## src/coreMacros.svh

```systemverilog
// ##########################################################
// Core macros for datapath widths, the reset PC and the
// encoding of the NOP that fills a cleared decode stage
// ##########################################################
`ifndef CORE_MACROS_SVH
`define CORE_MACROS_SVH

// Data and address width
`define XLEN 32

// Register index width
`define REG_ADDR_W 5

// Fetch starts here out of reset
`define PC_START 32'h0000_0000

// addi x0, x0, 0
`define NOP_INSTR 32'h0000_0013

`endif
```

## src/corePkg.sv

```systemverilog
// ##########################################################
// Core package with the enums shared by the pipeline stages
// ##########################################################
package corePkg;

    // Major opcodes of the supported RV32I subset
    typedef enum logic [6:0] {
        opcOp     = 7'b0110011,
        opcOpImm  = 7'b0010011,
        opcLoad   = 7'b0000011,
        opcStore  = 7'b0100011,
        opcBranch = 7'b1100011,
        opcJal    = 7'b1101111,
        opcLui    = 7'b0110111
    } opcodeT;

    typedef enum logic [2:0] {
        aluAdd = 3'd0,
        aluSub = 3'd1,
        aluAnd = 3'd2,
        aluOr  = 3'd3,
        aluSlt = 3'd4
    } aluOpT;

    typedef enum logic [2:0] {
        immI = 3'd0,
        immS = 3'd1,
        immB = 3'd2,
        immJ = 3'd3,
        immU = 3'd4
    } immSrcT;

    // What a stage hands back as the register result
    typedef enum logic [1:0] {
        resAlu     = 2'd0,
        resMem     = 2'd1,
        resPcPlus4 = 2'd2,
        resImm     = 2'd3
    } resultSrcT;

    typedef enum logic [1:0] {
        fwdReg = 2'd0,
        fwdWb  = 2'd1,
        fwdMem = 2'd2
    } forwardT;

endpackage

```

## src/coreTop.sv

```systemverilog
// ##########################################################
// RV32I five-stage core with instruction and data ports
// ##########################################################
`timescale 1ns/1ps
`include "coreMacros.svh"

module coreTop (
    input  logic             clk,
    input  logic             reset,
    input  logic [`XLEN-1:0] instrF_i,
    input  logic [`XLEN-1:0] readDataM_i,
    output logic [`XLEN-1:0] pcF_o,
    output logic [`XLEN-1:0] dataAddrM_o,
    output logic [`XLEN-1:0] writeDataM_o,
    output logic             memWriteM_o
);

    logic [`XLEN-1:0]       pcD, pcPlus4D, immD, rd1D, rd2D;
    logic [`XLEN-1:0]       targetE, aluResultE, writeDataE, pcPlus4E, immE;
    logic [`XLEN-1:0]       forwardM, resultW;
    logic [`REG_ADDR_W-1:0] rs1D, rs2D, rdD, rs1E, rs2E, rdE, rdM, rdW;
    logic                   aluSrcImmD, regWriteD, memWriteD, branchD, bneD, jumpD;
    logic                   loadE, redirect, regWriteE, memWriteE, regWriteM, regWriteW;
    logic                   stallF, stallD, flushD, flushE;
    corePkg::aluOpT         aluOpD;
    corePkg::resultSrcT     resultSrcD, resultSrcE;
    corePkg::forwardT       forwardA, forwardB;

    coreDecode decodeStage (
        .clk(clk), .reset(reset), .instrF_i(instrF_i),
        .stallF_i(stallF), .stallD_i(stallD), .flushD_i(flushD),
        .redirect_i(redirect), .targetE_i(targetE),
        .pcF_o(pcF_o), .pcD_o(pcD), .pcPlus4D_o(pcPlus4D),
        .rs1D_o(rs1D), .rs2D_o(rs2D), .rdD_o(rdD), .immD_o(immD),
        .aluOpD_o(aluOpD), .resultSrcD_o(resultSrcD), .aluSrcImmD_o(aluSrcImmD),
        .regWriteD_o(regWriteD), .memWriteD_o(memWriteD),
        .branchD_o(branchD), .bneD_o(bneD), .jumpD_o(jumpD)
    );

    coreRegFile regFile (
        .clk(clk), .rs1_i(rs1D), .rs2_i(rs2D),
        .rdW_i(rdW), .resultW_i(resultW), .regWriteW_i(regWriteW),
        .rd1_o(rd1D), .rd2_o(rd2D)
    );

    coreHazard hazardUnit (
        .rs1D_i(rs1D), .rs2D_i(rs2D), .rs1E_i(rs1E), .rs2E_i(rs2E),
        .rdE_i(rdE), .loadE_i(loadE), .rdM_i(rdM), .regWriteM_i(regWriteM),
        .rdW_i(rdW), .regWriteW_i(regWriteW), .redirect_i(redirect),
        .stallF_o(stallF), .stallD_o(stallD), .flushD_o(flushD), .flushE_o(flushE),
        .forwardA_o(forwardA), .forwardB_o(forwardB)
    );

    coreExecute executeStage (
        .clk(clk), .reset(reset), .flushE_i(flushE),
        .pcD_i(pcD), .pcPlus4D_i(pcPlus4D), .rs1D_i(rs1D), .rs2D_i(rs2D),
        .rdD_i(rdD), .immD_i(immD), .aluOpD_i(aluOpD), .resultSrcD_i(resultSrcD),
        .aluSrcImmD_i(aluSrcImmD), .regWriteD_i(regWriteD), .memWriteD_i(memWriteD),
        .branchD_i(branchD), .bneD_i(bneD), .jumpD_i(jumpD),
        .rd1D_i(rd1D), .rd2D_i(rd2D), .forwardA_i(forwardA), .forwardB_i(forwardB),
        .forwardM_i(forwardM), .resultW_i(resultW),
        .rs1E_o(rs1E), .rs2E_o(rs2E), .rdE_o(rdE), .loadE_o(loadE),
        .redirect_o(redirect), .targetE_o(targetE), .aluResultE_o(aluResultE),
        .writeDataE_o(writeDataE), .pcPlus4E_o(pcPlus4E), .immE_o(immE),
        .resultSrcE_o(resultSrcE), .regWriteE_o(regWriteE), .memWriteE_o(memWriteE)
    );

    coreResult resultStage (
        .clk(clk), .reset(reset), .rdE_i(rdE),
        .aluResultE_i(aluResultE), .writeDataE_i(writeDataE),
        .pcPlus4E_i(pcPlus4E), .immE_i(immE), .resultSrcE_i(resultSrcE),
        .regWriteE_i(regWriteE), .memWriteE_i(memWriteE), .readDataM_i(readDataM_i),
        .dataAddrM_o(dataAddrM_o), .writeDataM_o(writeDataM_o), .memWriteM_o(memWriteM_o),
        .forwardM_o(forwardM), .rdM_o(rdM), .regWriteM_o(regWriteM),
        .rdW_o(rdW), .regWriteW_o(regWriteW), .resultW_o(resultW)
    );

endmodule

```

## src/coreResult.sv

```systemverilog
// ##########################################################
// Memory and writeback registers with the result mux
// ##########################################################
`timescale 1ns/1ps
`include "coreMacros.svh"

module coreResult (
    input  logic                   clk,
    input  logic                   reset,
    input  logic [`REG_ADDR_W-1:0] rdE_i,
    input  logic [`XLEN-1:0]       aluResultE_i,
    input  logic [`XLEN-1:0]       writeDataE_i,
    input  logic [`XLEN-1:0]       pcPlus4E_i,
    input  logic [`XLEN-1:0]       immE_i,
    input  corePkg::resultSrcT     resultSrcE_i,
    input  logic                   regWriteE_i,
    input  logic                   memWriteE_i,
    input  logic [`XLEN-1:0]       readDataM_i,
    output logic [`XLEN-1:0]       dataAddrM_o,
    output logic [`XLEN-1:0]       writeDataM_o,
    output logic                   memWriteM_o,
    output logic [`XLEN-1:0]       forwardM_o,
    output logic [`REG_ADDR_W-1:0] rdM_o,
    output logic                   regWriteM_o,
    output logic [`REG_ADDR_W-1:0] rdW_o,
    output logic                   regWriteW_o,
    output logic [`XLEN-1:0]       resultW_o
);

    corePkg::resultSrcT resultSrcM;
    corePkg::resultSrcT resultSrcW;
    logic [`XLEN-1:0]   pcPlus4M;
    logic [`XLEN-1:0]   immM;
    logic [`XLEN-1:0]   passW;
    logic [`XLEN-1:0]   readDataW;

    always_ff @(posedge clk) begin
        if (reset) begin
            resultSrcM  <= corePkg::resAlu;
            resultSrcW  <= corePkg::resAlu;
            memWriteM_o <= 1'b0;
            regWriteM_o <= 1'b0;
            regWriteW_o <= 1'b0;
        end else begin
            resultSrcM  <= resultSrcE_i;
            resultSrcW  <= resultSrcM;
            memWriteM_o <= memWriteE_i;
            regWriteM_o <= regWriteE_i;
            regWriteW_o <= regWriteM_o;
        end
    end

    // Non-load results travel on as one word
    always_ff @(posedge clk) begin
        dataAddrM_o  <= aluResultE_i;
        writeDataM_o <= writeDataE_i;
        pcPlus4M     <= pcPlus4E_i;
        immM         <= immE_i;
        rdM_o        <= rdE_i;
        passW        <= forwardM_o;
        readDataW    <= readDataM_i;
        rdW_o        <= rdM_o;
    end

    // A load never forwards from here; the load-use stall covers it
    always_comb begin
        case (resultSrcM)
            corePkg::resPcPlus4: forwardM_o = pcPlus4M;
            corePkg::resImm:     forwardM_o = immM;
            default:             forwardM_o = dataAddrM_o;
        endcase
    end

    assign resultW_o = (resultSrcW == corePkg::resMem) ? readDataW : passW;

endmodule

```

## src/coreExecute.sv

```systemverilog
// ##########################################################
// Execute stage: pipeline register, forwarding, ALU and
// branch resolution with redirect to fetch
// ##########################################################
`timescale 1ns/1ps
`include "coreMacros.svh"

module coreExecute (
    input  logic                   clk,
    input  logic                   reset,
    input  logic                   flushE_i,
    input  logic [`XLEN-1:0]       pcD_i,
    input  logic [`XLEN-1:0]       pcPlus4D_i,
    input  logic [`REG_ADDR_W-1:0] rs1D_i,
    input  logic [`REG_ADDR_W-1:0] rs2D_i,
    input  logic [`REG_ADDR_W-1:0] rdD_i,
    input  logic [`XLEN-1:0]       immD_i,
    input  corePkg::aluOpT         aluOpD_i,
    input  corePkg::resultSrcT     resultSrcD_i,
    input  logic                   aluSrcImmD_i,
    input  logic                   regWriteD_i,
    input  logic                   memWriteD_i,
    input  logic                   branchD_i,
    input  logic                   bneD_i,
    input  logic                   jumpD_i,
    input  logic [`XLEN-1:0]       rd1D_i,
    input  logic [`XLEN-1:0]       rd2D_i,
    input  corePkg::forwardT       forwardA_i,
    input  corePkg::forwardT       forwardB_i,
    input  logic [`XLEN-1:0]       forwardM_i,
    input  logic [`XLEN-1:0]       resultW_i,
    output logic [`REG_ADDR_W-1:0] rs1E_o,
    output logic [`REG_ADDR_W-1:0] rs2E_o,
    output logic [`REG_ADDR_W-1:0] rdE_o,
    output logic                   loadE_o,
    output logic                   redirect_o,
    output logic [`XLEN-1:0]       targetE_o,
    output logic [`XLEN-1:0]       aluResultE_o,
    output logic [`XLEN-1:0]       writeDataE_o,
    output logic [`XLEN-1:0]       pcPlus4E_o,
    output logic [`XLEN-1:0]       immE_o,
    output corePkg::resultSrcT     resultSrcE_o,
    output logic                   regWriteE_o,
    output logic                   memWriteE_o
);

    logic [`XLEN-1:0] pcE;
    logic [`XLEN-1:0] rd1E;
    logic [`XLEN-1:0] rd2E;
    logic [`XLEN-1:0] srcA;
    logic [`XLEN-1:0] srcB;
    corePkg::aluOpT   aluOpE;
    logic             aluSrcImmE;
    logic             branchE;
    logic             bneE;
    logic             jumpE;
    logic             zeroE;

    function automatic logic [`XLEN-1:0] fwdMux(input corePkg::forwardT sel,
                                                input logic [`XLEN-1:0] regVal);
        case (sel)
            corePkg::fwdMem: fwdMux = forwardM_i;
            corePkg::fwdWb:  fwdMux = resultW_i;
            default:         fwdMux = regVal;
        endcase
    endfunction

    // A flush turns the stage into a bubble
    always_ff @(posedge clk) begin
        if (reset || flushE_i) begin
            resultSrcE_o <= corePkg::resAlu;
            regWriteE_o  <= 1'b0;
            memWriteE_o  <= 1'b0;
            branchE      <= 1'b0;
            jumpE        <= 1'b0;
        end else begin
            resultSrcE_o <= resultSrcD_i;
            regWriteE_o  <= regWriteD_i;
            memWriteE_o  <= memWriteD_i;
            branchE      <= branchD_i;
            jumpE        <= jumpD_i;
        end
    end

    always_ff @(posedge clk) begin
        pcE        <= pcD_i;
        pcPlus4E_o <= pcPlus4D_i;
        immE_o     <= immD_i;
        rd1E       <= rd1D_i;
        rd2E       <= rd2D_i;
        rs1E_o     <= rs1D_i;
        rs2E_o     <= rs2D_i;
        rdE_o      <= rdD_i;
        aluOpE     <= aluOpD_i;
        aluSrcImmE <= aluSrcImmD_i;
        bneE       <= bneD_i;
    end

    always_comb begin
        srcA         = fwdMux(forwardA_i, rd1E);
        writeDataE_o = fwdMux(forwardB_i, rd2E);
        srcB         = aluSrcImmE ? immE_o : writeDataE_o;
        case (aluOpE)
            corePkg::aluSub: aluResultE_o = srcA - srcB;
            corePkg::aluAnd: aluResultE_o = srcA & srcB;
            corePkg::aluOr:  aluResultE_o = srcA | srcB;
            corePkg::aluSlt: aluResultE_o = {{(`XLEN - 1){1'b0}}, $signed(srcA) < $signed(srcB)};
            default:         aluResultE_o = srcA + srcB;
        endcase
    end

    assign zeroE      = (aluResultE_o == '0);
    assign redirect_o = jumpE || (branchE && (zeroE != bneE));
    assign targetE_o  = pcE + immE_o;
    assign loadE_o    = regWriteE_o && (resultSrcE_o == corePkg::resMem);

    aluOpKnown: assert property (@(posedge clk) disable iff (reset)
        regWriteE_o |-> aluOpE inside {corePkg::aluAdd, corePkg::aluSub, corePkg::aluAnd,
                                       corePkg::aluOr, corePkg::aluSlt})
        else $error("Unknown ALU operation on a register write");

endmodule

```

## src/coreHazard.sv

```systemverilog
// ##########################################################
// Hazard unit: forward selects, load-use stall, flushes
// ##########################################################
`timescale 1ns/1ps
`include "coreMacros.svh"

module coreHazard (
    input  logic [`REG_ADDR_W-1:0] rs1D_i,
    input  logic [`REG_ADDR_W-1:0] rs2D_i,
    input  logic [`REG_ADDR_W-1:0] rs1E_i,
    input  logic [`REG_ADDR_W-1:0] rs2E_i,
    input  logic [`REG_ADDR_W-1:0] rdE_i,
    input  logic                   loadE_i,
    input  logic [`REG_ADDR_W-1:0] rdM_i,
    input  logic                   regWriteM_i,
    input  logic [`REG_ADDR_W-1:0] rdW_i,
    input  logic                   regWriteW_i,
    input  logic                   redirect_i,
    output logic                   stallF_o,
    output logic                   stallD_o,
    output logic                   flushD_o,
    output logic                   flushE_o,
    output corePkg::forwardT       forwardA_o,
    output corePkg::forwardT       forwardB_o
);

    logic loadUse;

    // Memory stage is younger, so it wins over writeback
    function automatic corePkg::forwardT pickForward(input logic [`REG_ADDR_W-1:0] rs);
        if (rs == '0) begin
            pickForward = corePkg::fwdReg;
        end else if (regWriteM_i && (rdM_i == rs)) begin
            pickForward = corePkg::fwdMem;
        end else if (regWriteW_i && (rdW_i == rs)) begin
            pickForward = corePkg::fwdWb;
        end else begin
            pickForward = corePkg::fwdReg;
        end
    endfunction

    always_comb begin
        forwardA_o = pickForward(rs1E_i);
        forwardB_o = pickForward(rs2E_i);
    end

    // Load data exists only from writeback on
    assign loadUse = loadE_i && (rdE_i != '0) && ((rdE_i == rs1D_i) || (rdE_i == rs2D_i));

    assign stallF_o = loadUse;
    assign stallD_o = loadUse;
    assign flushD_o = redirect_i;
    assign flushE_o = redirect_i || loadUse;

    // A held PC would drop the branch target
    always_comb begin
        redirectKept: assert final (!((redirect_i === 1'b1) && (stallF_o === 1'b1)))
            else $error("Redirect lost to a load-use stall");
    end

endmodule

```

## src/coreDecode.sv

```systemverilog
// ##########################################################
// Fetch and decode: PC register, decode register, control
// decoder and immediate extension
// ##########################################################
`timescale 1ns/1ps
`include "coreMacros.svh"

module coreDecode (
    input  logic                   clk,
    input  logic                   reset,
    input  logic [`XLEN-1:0]       instrF_i,
    input  logic                   stallF_i,
    input  logic                   stallD_i,
    input  logic                   flushD_i,
    input  logic                   redirect_i,
    input  logic [`XLEN-1:0]       targetE_i,
    output logic [`XLEN-1:0]       pcF_o,
    output logic [`XLEN-1:0]       pcD_o,
    output logic [`XLEN-1:0]       pcPlus4D_o,
    output logic [`REG_ADDR_W-1:0] rs1D_o,
    output logic [`REG_ADDR_W-1:0] rs2D_o,
    output logic [`REG_ADDR_W-1:0] rdD_o,
    output logic [`XLEN-1:0]       immD_o,
    output corePkg::aluOpT         aluOpD_o,
    output corePkg::resultSrcT     resultSrcD_o,
    output logic                   aluSrcImmD_o,
    output logic                   regWriteD_o,
    output logic                   memWriteD_o,
    output logic                   branchD_o,
    output logic                   bneD_o,
    output logic                   jumpD_o
);

    logic [`XLEN-1:0] instrD;
    logic [`XLEN-1:0] pcPlus4F;
    corePkg::opcodeT  opcodeD;
    corePkg::immSrcT  immSrcD;

    // Only sub looks at funct7
    function automatic corePkg::aluOpT aluFromFunct(input logic [2:0] funct3, input logic sub);
        case (funct3)
            3'b000:  aluFromFunct = sub ? corePkg::aluSub : corePkg::aluAdd;
            3'b010:  aluFromFunct = corePkg::aluSlt;
            3'b110:  aluFromFunct = corePkg::aluOr;
            3'b111:  aluFromFunct = corePkg::aluAnd;
            default: aluFromFunct = corePkg::aluAdd;
        endcase
    endfunction

    assign pcPlus4F = pcF_o + 4;

    // Static not-taken fetch
    always_ff @(posedge clk) begin
        if (reset) begin
            pcF_o <= `PC_START;
        end else if (!stallF_i) begin
            pcF_o <= redirect_i ? targetE_i : pcPlus4F;
        end
    end

    always_ff @(posedge clk) begin
        if (reset || flushD_i) begin
            instrD <= `NOP_INSTR;
        end else if (!stallD_i) begin
            instrD <= instrF_i;
        end
    end

    always_ff @(posedge clk) begin
        if (!stallD_i) begin
            pcD_o      <= pcF_o;
            pcPlus4D_o <= pcPlus4F;
        end
    end

    assign opcodeD = corePkg::opcodeT'(instrD[6:0]);
    assign rdD_o   = instrD[11:7];
    assign rs1D_o  = instrD[19:15];
    assign rs2D_o  = instrD[24:20];

    always_comb begin
        aluOpD_o     = corePkg::aluAdd;
        resultSrcD_o = corePkg::resAlu;
        immSrcD      = corePkg::immI;
        aluSrcImmD_o = 1'b0;
        regWriteD_o  = 1'b0;
        memWriteD_o  = 1'b0;
        branchD_o    = 1'b0;
        bneD_o       = 1'b0;
        jumpD_o      = 1'b0;
        case (opcodeD)
            corePkg::opcOp: begin
                regWriteD_o = 1'b1;
                aluOpD_o    = aluFromFunct(instrD[14:12], instrD[30]);
            end
            corePkg::opcOpImm: begin
                regWriteD_o  = 1'b1;
                aluSrcImmD_o = 1'b1;
                aluOpD_o     = aluFromFunct(instrD[14:12], 1'b0);
            end
            corePkg::opcLoad: begin
                regWriteD_o  = 1'b1;
                aluSrcImmD_o = 1'b1;
                resultSrcD_o = corePkg::resMem;
            end
            corePkg::opcStore: begin
                memWriteD_o  = 1'b1;
                aluSrcImmD_o = 1'b1;
                immSrcD      = corePkg::immS;
            end
            corePkg::opcBranch: begin
                // funct3 bit 0 splits bne from beq
                branchD_o = 1'b1;
                bneD_o    = instrD[12];
                aluOpD_o  = corePkg::aluSub;
                immSrcD   = corePkg::immB;
            end
            corePkg::opcJal: begin
                regWriteD_o  = 1'b1;
                jumpD_o      = 1'b1;
                resultSrcD_o = corePkg::resPcPlus4;
                immSrcD      = corePkg::immJ;
            end
            corePkg::opcLui: begin
                regWriteD_o  = 1'b1;
                resultSrcD_o = corePkg::resImm;
                immSrcD      = corePkg::immU;
            end
            default: ;
        endcase
    end

    always_comb begin
        case (immSrcD)
            corePkg::immS: immD_o = {{20{instrD[31]}}, instrD[31:25], instrD[11:7]};
            corePkg::immB: immD_o = {{20{instrD[31]}}, instrD[7], instrD[30:25], instrD[11:8], 1'b0};
            corePkg::immJ: immD_o = {{12{instrD[31]}}, instrD[19:12], instrD[20], instrD[30:21], 1'b0};
            corePkg::immU: immD_o = {instrD[31:12], 12'b0};
            default:       immD_o = {{20{instrD[31]}}, instrD[31:20]};
        endcase
    end

    // Branch targets come back from execute
    pcAligned: assert property (@(posedge clk) disable iff (reset) pcF_o[1:0] == 2'b00)
        else $error("PC not word-aligned: %h", pcF_o);

endmodule

```

## src/coreRegFile.sv

```systemverilog
// ##########################################################
// Register file with two reads and one write, x0 tied to 0
// ##########################################################
`timescale 1ns/1ps
`include "coreMacros.svh"

module coreRegFile (
    input  logic                   clk,
    input  logic [`REG_ADDR_W-1:0] rs1_i,
    input  logic [`REG_ADDR_W-1:0] rs2_i,
    input  logic [`REG_ADDR_W-1:0] rdW_i,
    input  logic [`XLEN-1:0]       resultW_i,
    input  logic                   regWriteW_i,
    output logic [`XLEN-1:0]       rd1_o,
    output logic [`XLEN-1:0]       rd2_o
);

    // x0 has no storage
    logic [`XLEN-1:0] regs [1:(1 << `REG_ADDR_W) - 1];

    // Falling-edge write so decode reads the new value in the same cycle
    always_ff @(negedge clk) begin
        if (regWriteW_i && (rdW_i != '0)) begin
            regs[rdW_i] <= resultW_i;
        end
    end

    assign rd1_o = (rs1_i == '0) ? '0 : regs[rs1_i];
    assign rd2_o = (rs2_i == '0) ? '0 : regs[rs2_i];

endmodule

```

## config.mk

```make
export PLATFORM = sky130hd
export DESIGN_NAME = coreTop
export DESIGN_NICKNAME = d
export VERILOG_FILES = /design/src/corePkg.sv /design/src/coreTop.sv /design/src/coreResult.sv /design/src/coreExecute.sv /design/src/coreHazard.sv /design/src/coreDecode.sv /design/src/coreRegFile.sv
export VERILOG_INCLUDE_DIRS = /design/src
export SDC_FILE = /design/constraint.sdc
export NUM_CORES = 2
export LEC_CHECK = 0
export BUFFER_PORTS_ARGS = -buffer_cell sky130_fd_sc_hd__buf_2
export CAP_MARGIN = 5
export CELL_PAD_IN_SITES_DETAIL_PLACEMENT = 0
export CELL_PAD_IN_SITES_GLOBAL_PLACEMENT = 1
export CORE_MARGIN = 5
export CORE_UTILIZATION = 40
export CTS_CLUSTER_SIZE = 40
export DETAILED_ROUTE_END_ITERATION = 6
export PLACE_DENSITY_LB_ADDON = 0.25
export SYNTH_ARGS = -nofsm -noshare
export SYNTH_HDL_FRONTEND = slang
export SYNTH_HIERARCHICAL = 1
export SYNTH_SLANG_ARGS = --single-unit
```

## constraint.sdc

```tcl
create_clock -name clk -period 10 [get_ports clk]
set_clock_uncertainty 0.15 [all_clocks]
set_input_delay 1.5 -clock clk [delete_from_list [all_inputs] [get_ports clk]]
set_output_delay 1.5 -clock clk [all_outputs]
set_load 0.03 [all_outputs]
```

==> summary.txt <==
Setup path
  – CP Buf/Inv Count: 3
  – CP Launch Type: register
  – Crit path kind: register to register
  – CP max stage delay: 0.70 ns
  – Crit-path max FO: 42
  – CP endpoint kind: register
  – Arr. time, crit path: 9.66 ns
  – CP top delay family: simple AND/OR/NAND/NOR gates
  – Req. time, crit path: 10.51 ns
  – Crit-path slowest cell: nor3_1

Global routing
  – Initial antenna violation count: 11
  – Grt ovf: 0
  – Tot GR Track Use: 26.3%
  – Via count of the first global-routing pass: 53100
  – Largest net degree at the start of global routing: 137
  – First-pass GRT wire length: 358 mm

Worst hold path
  – Worst hold-check path type: register to register

Logic synthesis
  – Synth Warn #: 6
  – Synth Flop Type: edfxtp_1
  – Number of flops mapped to enable cells by yosys: 1054
  – Cell taking the most area after synthesis: edfxtp_1
  – Yosys top cell area share: 44.7%
  – Seq cells post-synth: 1513
  – Avg Cell Area, Syn: 13.3 sq um
  – Syn Inst Count: 5344
  – Post-synth top cells: edfxtp_1, mux2i_1, dfxtp_1, nor2_1, nand2_1
  – Post-Syn Area: 0.0708 sq mm
  – Count leader, synth: edfxtp_1
  – Cell variety after synth: 118
  – Syn Nets: 5545
  – Ys async rst share: 0%
  – Register area share after synthesis: 57.7%
  – Ranking of synthesized cells by area: edfxtp_1, dfxtp_1, mux4_2, mux2i_1, mux2_2

Route
  – 1st-iter DRT viols: 5672
  – # DRC: 0
  – Post-detailed-route wirelength per cell: 28.3 microns
  – Total Wirelength: 251 mm
  – Via count: 52200
  – Post-route ant nets: 0
  – Drt first pass iters: 6
  – Detail-routed via count per cell: 5.88

Timing
  – Crit path time final: 9.15 ns
  – Max Slew Vio Count: 0
  – RSZ-0062 raised after global routing: false
  – Max frequency: 109 MHz
  – Final setup margin: 0.853 ns
  – Final Hold Fails: 0
  – Period utilization: 91.5%
  – Worst-Margin Slew: 1.26 ns
  – Setup tns final: 0 ns
  – Hold_ws: 0.159 ns
  – Slew headroom: 16.0%
  – Final setup viols: 0

Placement
  – GP Congestion: 0.902
  – DP Area: 0.0739 sq mm
  – Placed cells: 7572
  – Dpl hpwl: 164 mm
  – Pre-CTS setup slack: 1.17 ns
  – Port Buffers: 162

Flow run
  – Max-Cap Viols: 0

Finish
  – Final instance area: 0.0836 sq mm
  – Area growth syn-to-layout: 18.1%
  – Fraction of layout cells with a size suffix above 1: 17.0%
  – Post-route insts no fill: 8879
  – Nets: 6595
  – Final Util: 47.5%

Outcome
  – Status: complete, no violations

Pwr
  – Tot Pwr: 18.7 mW
  – VDD IR max: 0.156 mV
  – Leakage power: 32.9 nW
  – Power Dens Cells: 224 mW/mm^2

Clock network
  – # clock sinks: 1513
  – CTS Buf Count: 169
  – CTS tree: yes
  – Setup bufs post-CTS: 0
  – CTS resizes: 0
  – Clk Latency, worst-skew pair: 0.82 ns
  – Reg clk slew, reported paths: 0.06 ns
  – Clk buf depth: 3
  – Root Buffer: clkbuf_16
  – CTS Hold Buffers Added: 0
  – CTS HTree Levels: 4

Floorplan
  – Die ar.: 0.186 sq mm
  – DIE WIDTH: 431 microns
  – FP Rows: 154
  – Die Height: 431 microns
  – I/O Pins: 163
  – CORE AREA: 0.176 sq mm
  – Initial Util: 40.2%
layout by cell type, fill, tap and decap left out, drive strengths merged, types with 44 or more instances in the layout:
master  instances
nand4          49
xnor2          52
clkbuf        188
o21ai         166
a22oi         173
ha            132
nand2         242
mux2          223
buf           269
a21o           54
o221ai         44
a211oi         71
inv          1196
mux4          218
nor2b          46
edfxtp       1054
nand3          75
mux2i         466
o22ai         140
a21oi         212
a221oi         64
dfxtp         459
nor2          389
cells by family (layout without fill, tap and decap cells):
| family | after synthesis | count (layout) | synth area share [%] |
|---|---|---|---|
| AO/OA/AOI/OAI | 1142 | 1142 | 11.1 |
| adder cells (fa/ha/maj) | 135 | 135 | 2.42 |
| multiplexers | 907 | 907 | 17.2 |
| XOR/XNOR | 95 | 95 | 1.19 |
| AND/OR/NAND/NOR | 1004 | 1004 | 6.86 |
| flip-flops | 1513 | 1513 | 57.7 |
| buffers and inverters | 548 | 1739 | 3.49 |
| other | 0 | 4 | 0 |
flip-flops by register name (all words and copies together), names as in the netlist, 30 cells and up:
| signal | count |
|---|---|
| resultStage/writeDataM_o | 32 |
| resultStage/immM | 32 |
| regFile/regs | 992 |
| resultStage/dataAddrM_o | 32 |
| executeStage/pcPlus4E_o | 32 |
| decodeStage/instrD | 32 |
| executeStage/pcE | 32 |
| resultStage/pcPlus4M | 32 |
| resultStage/readDataW | 32 |
| decodeStage/pcPlus4D_o | 30 |
| executeStage/rd1E | 32 |
| executeStage/immE_o | 32 |
| resultStage/passW | 32 |
| decodeStage/pcD_o | 32 |
| decodeStage/pcF_o | 32 |
| executeStage/rd2E | 32 |
power breakdown:
| part | internal, mW | switching (mW) | leakage [nW] | total [mW] |
|---|---|---|---|---|
| clock network | 4.42 | 3.69 | 8.21 | 8.11 |
| logic | 0.780 | 2.15 | 11.2 | 2.93 |
| registers | 7.51 | 0.199 | 13.5 | 7.71 |
final timing paths:
kind	startpoint	end	slack, ns	cells after the start
min reg2reg	executeStage/pcPlus4E_o[2]$_DFF_P_	resultStage/pcPlus4M[2]$_DFF_P_	0.16	0
max reg2reg	resultStage/rdW_o[4]$_DFF_P_	decodeStage/pcF_o[30]$_SDFFE_PP0N_	0.85	25
max	resultStage/rdW_o[4]$_DFF_P_	decodeStage/pcF_o[30]$_SDFFE_PP0N_	0.85	25
min	executeStage/pcPlus4E_o[2]$_DFF_P_	resultStage/pcPlus4M[2]$_DFF_P_	0.16	0
final cells by class:
class | count | area, sq um
fill | 16000 | 92500
sequential | 1513 | 40900
multi-input combinational | 3283 | 27800
clock inverter | 1116 | 5250
clock buffer | 188 | 4430
tap | 2340 | 2930
timing repair buffer | 269 | 1680
inverter | 166 | 623
antenna | 4 | 10.0
layer usage:
| layer | GRT usage [%] | part of all wire, % |
|---|---|---|
| met5 | 0 | 0.0048 |
| met3 | 5.32 | 7.7 |
| met1 | 35.7 | 42 |
| met4 | 13.6 | 4.6 |
| met2 | 40.1 | 45 |
No activity file was read; power rests on OpenSTA's default activity.
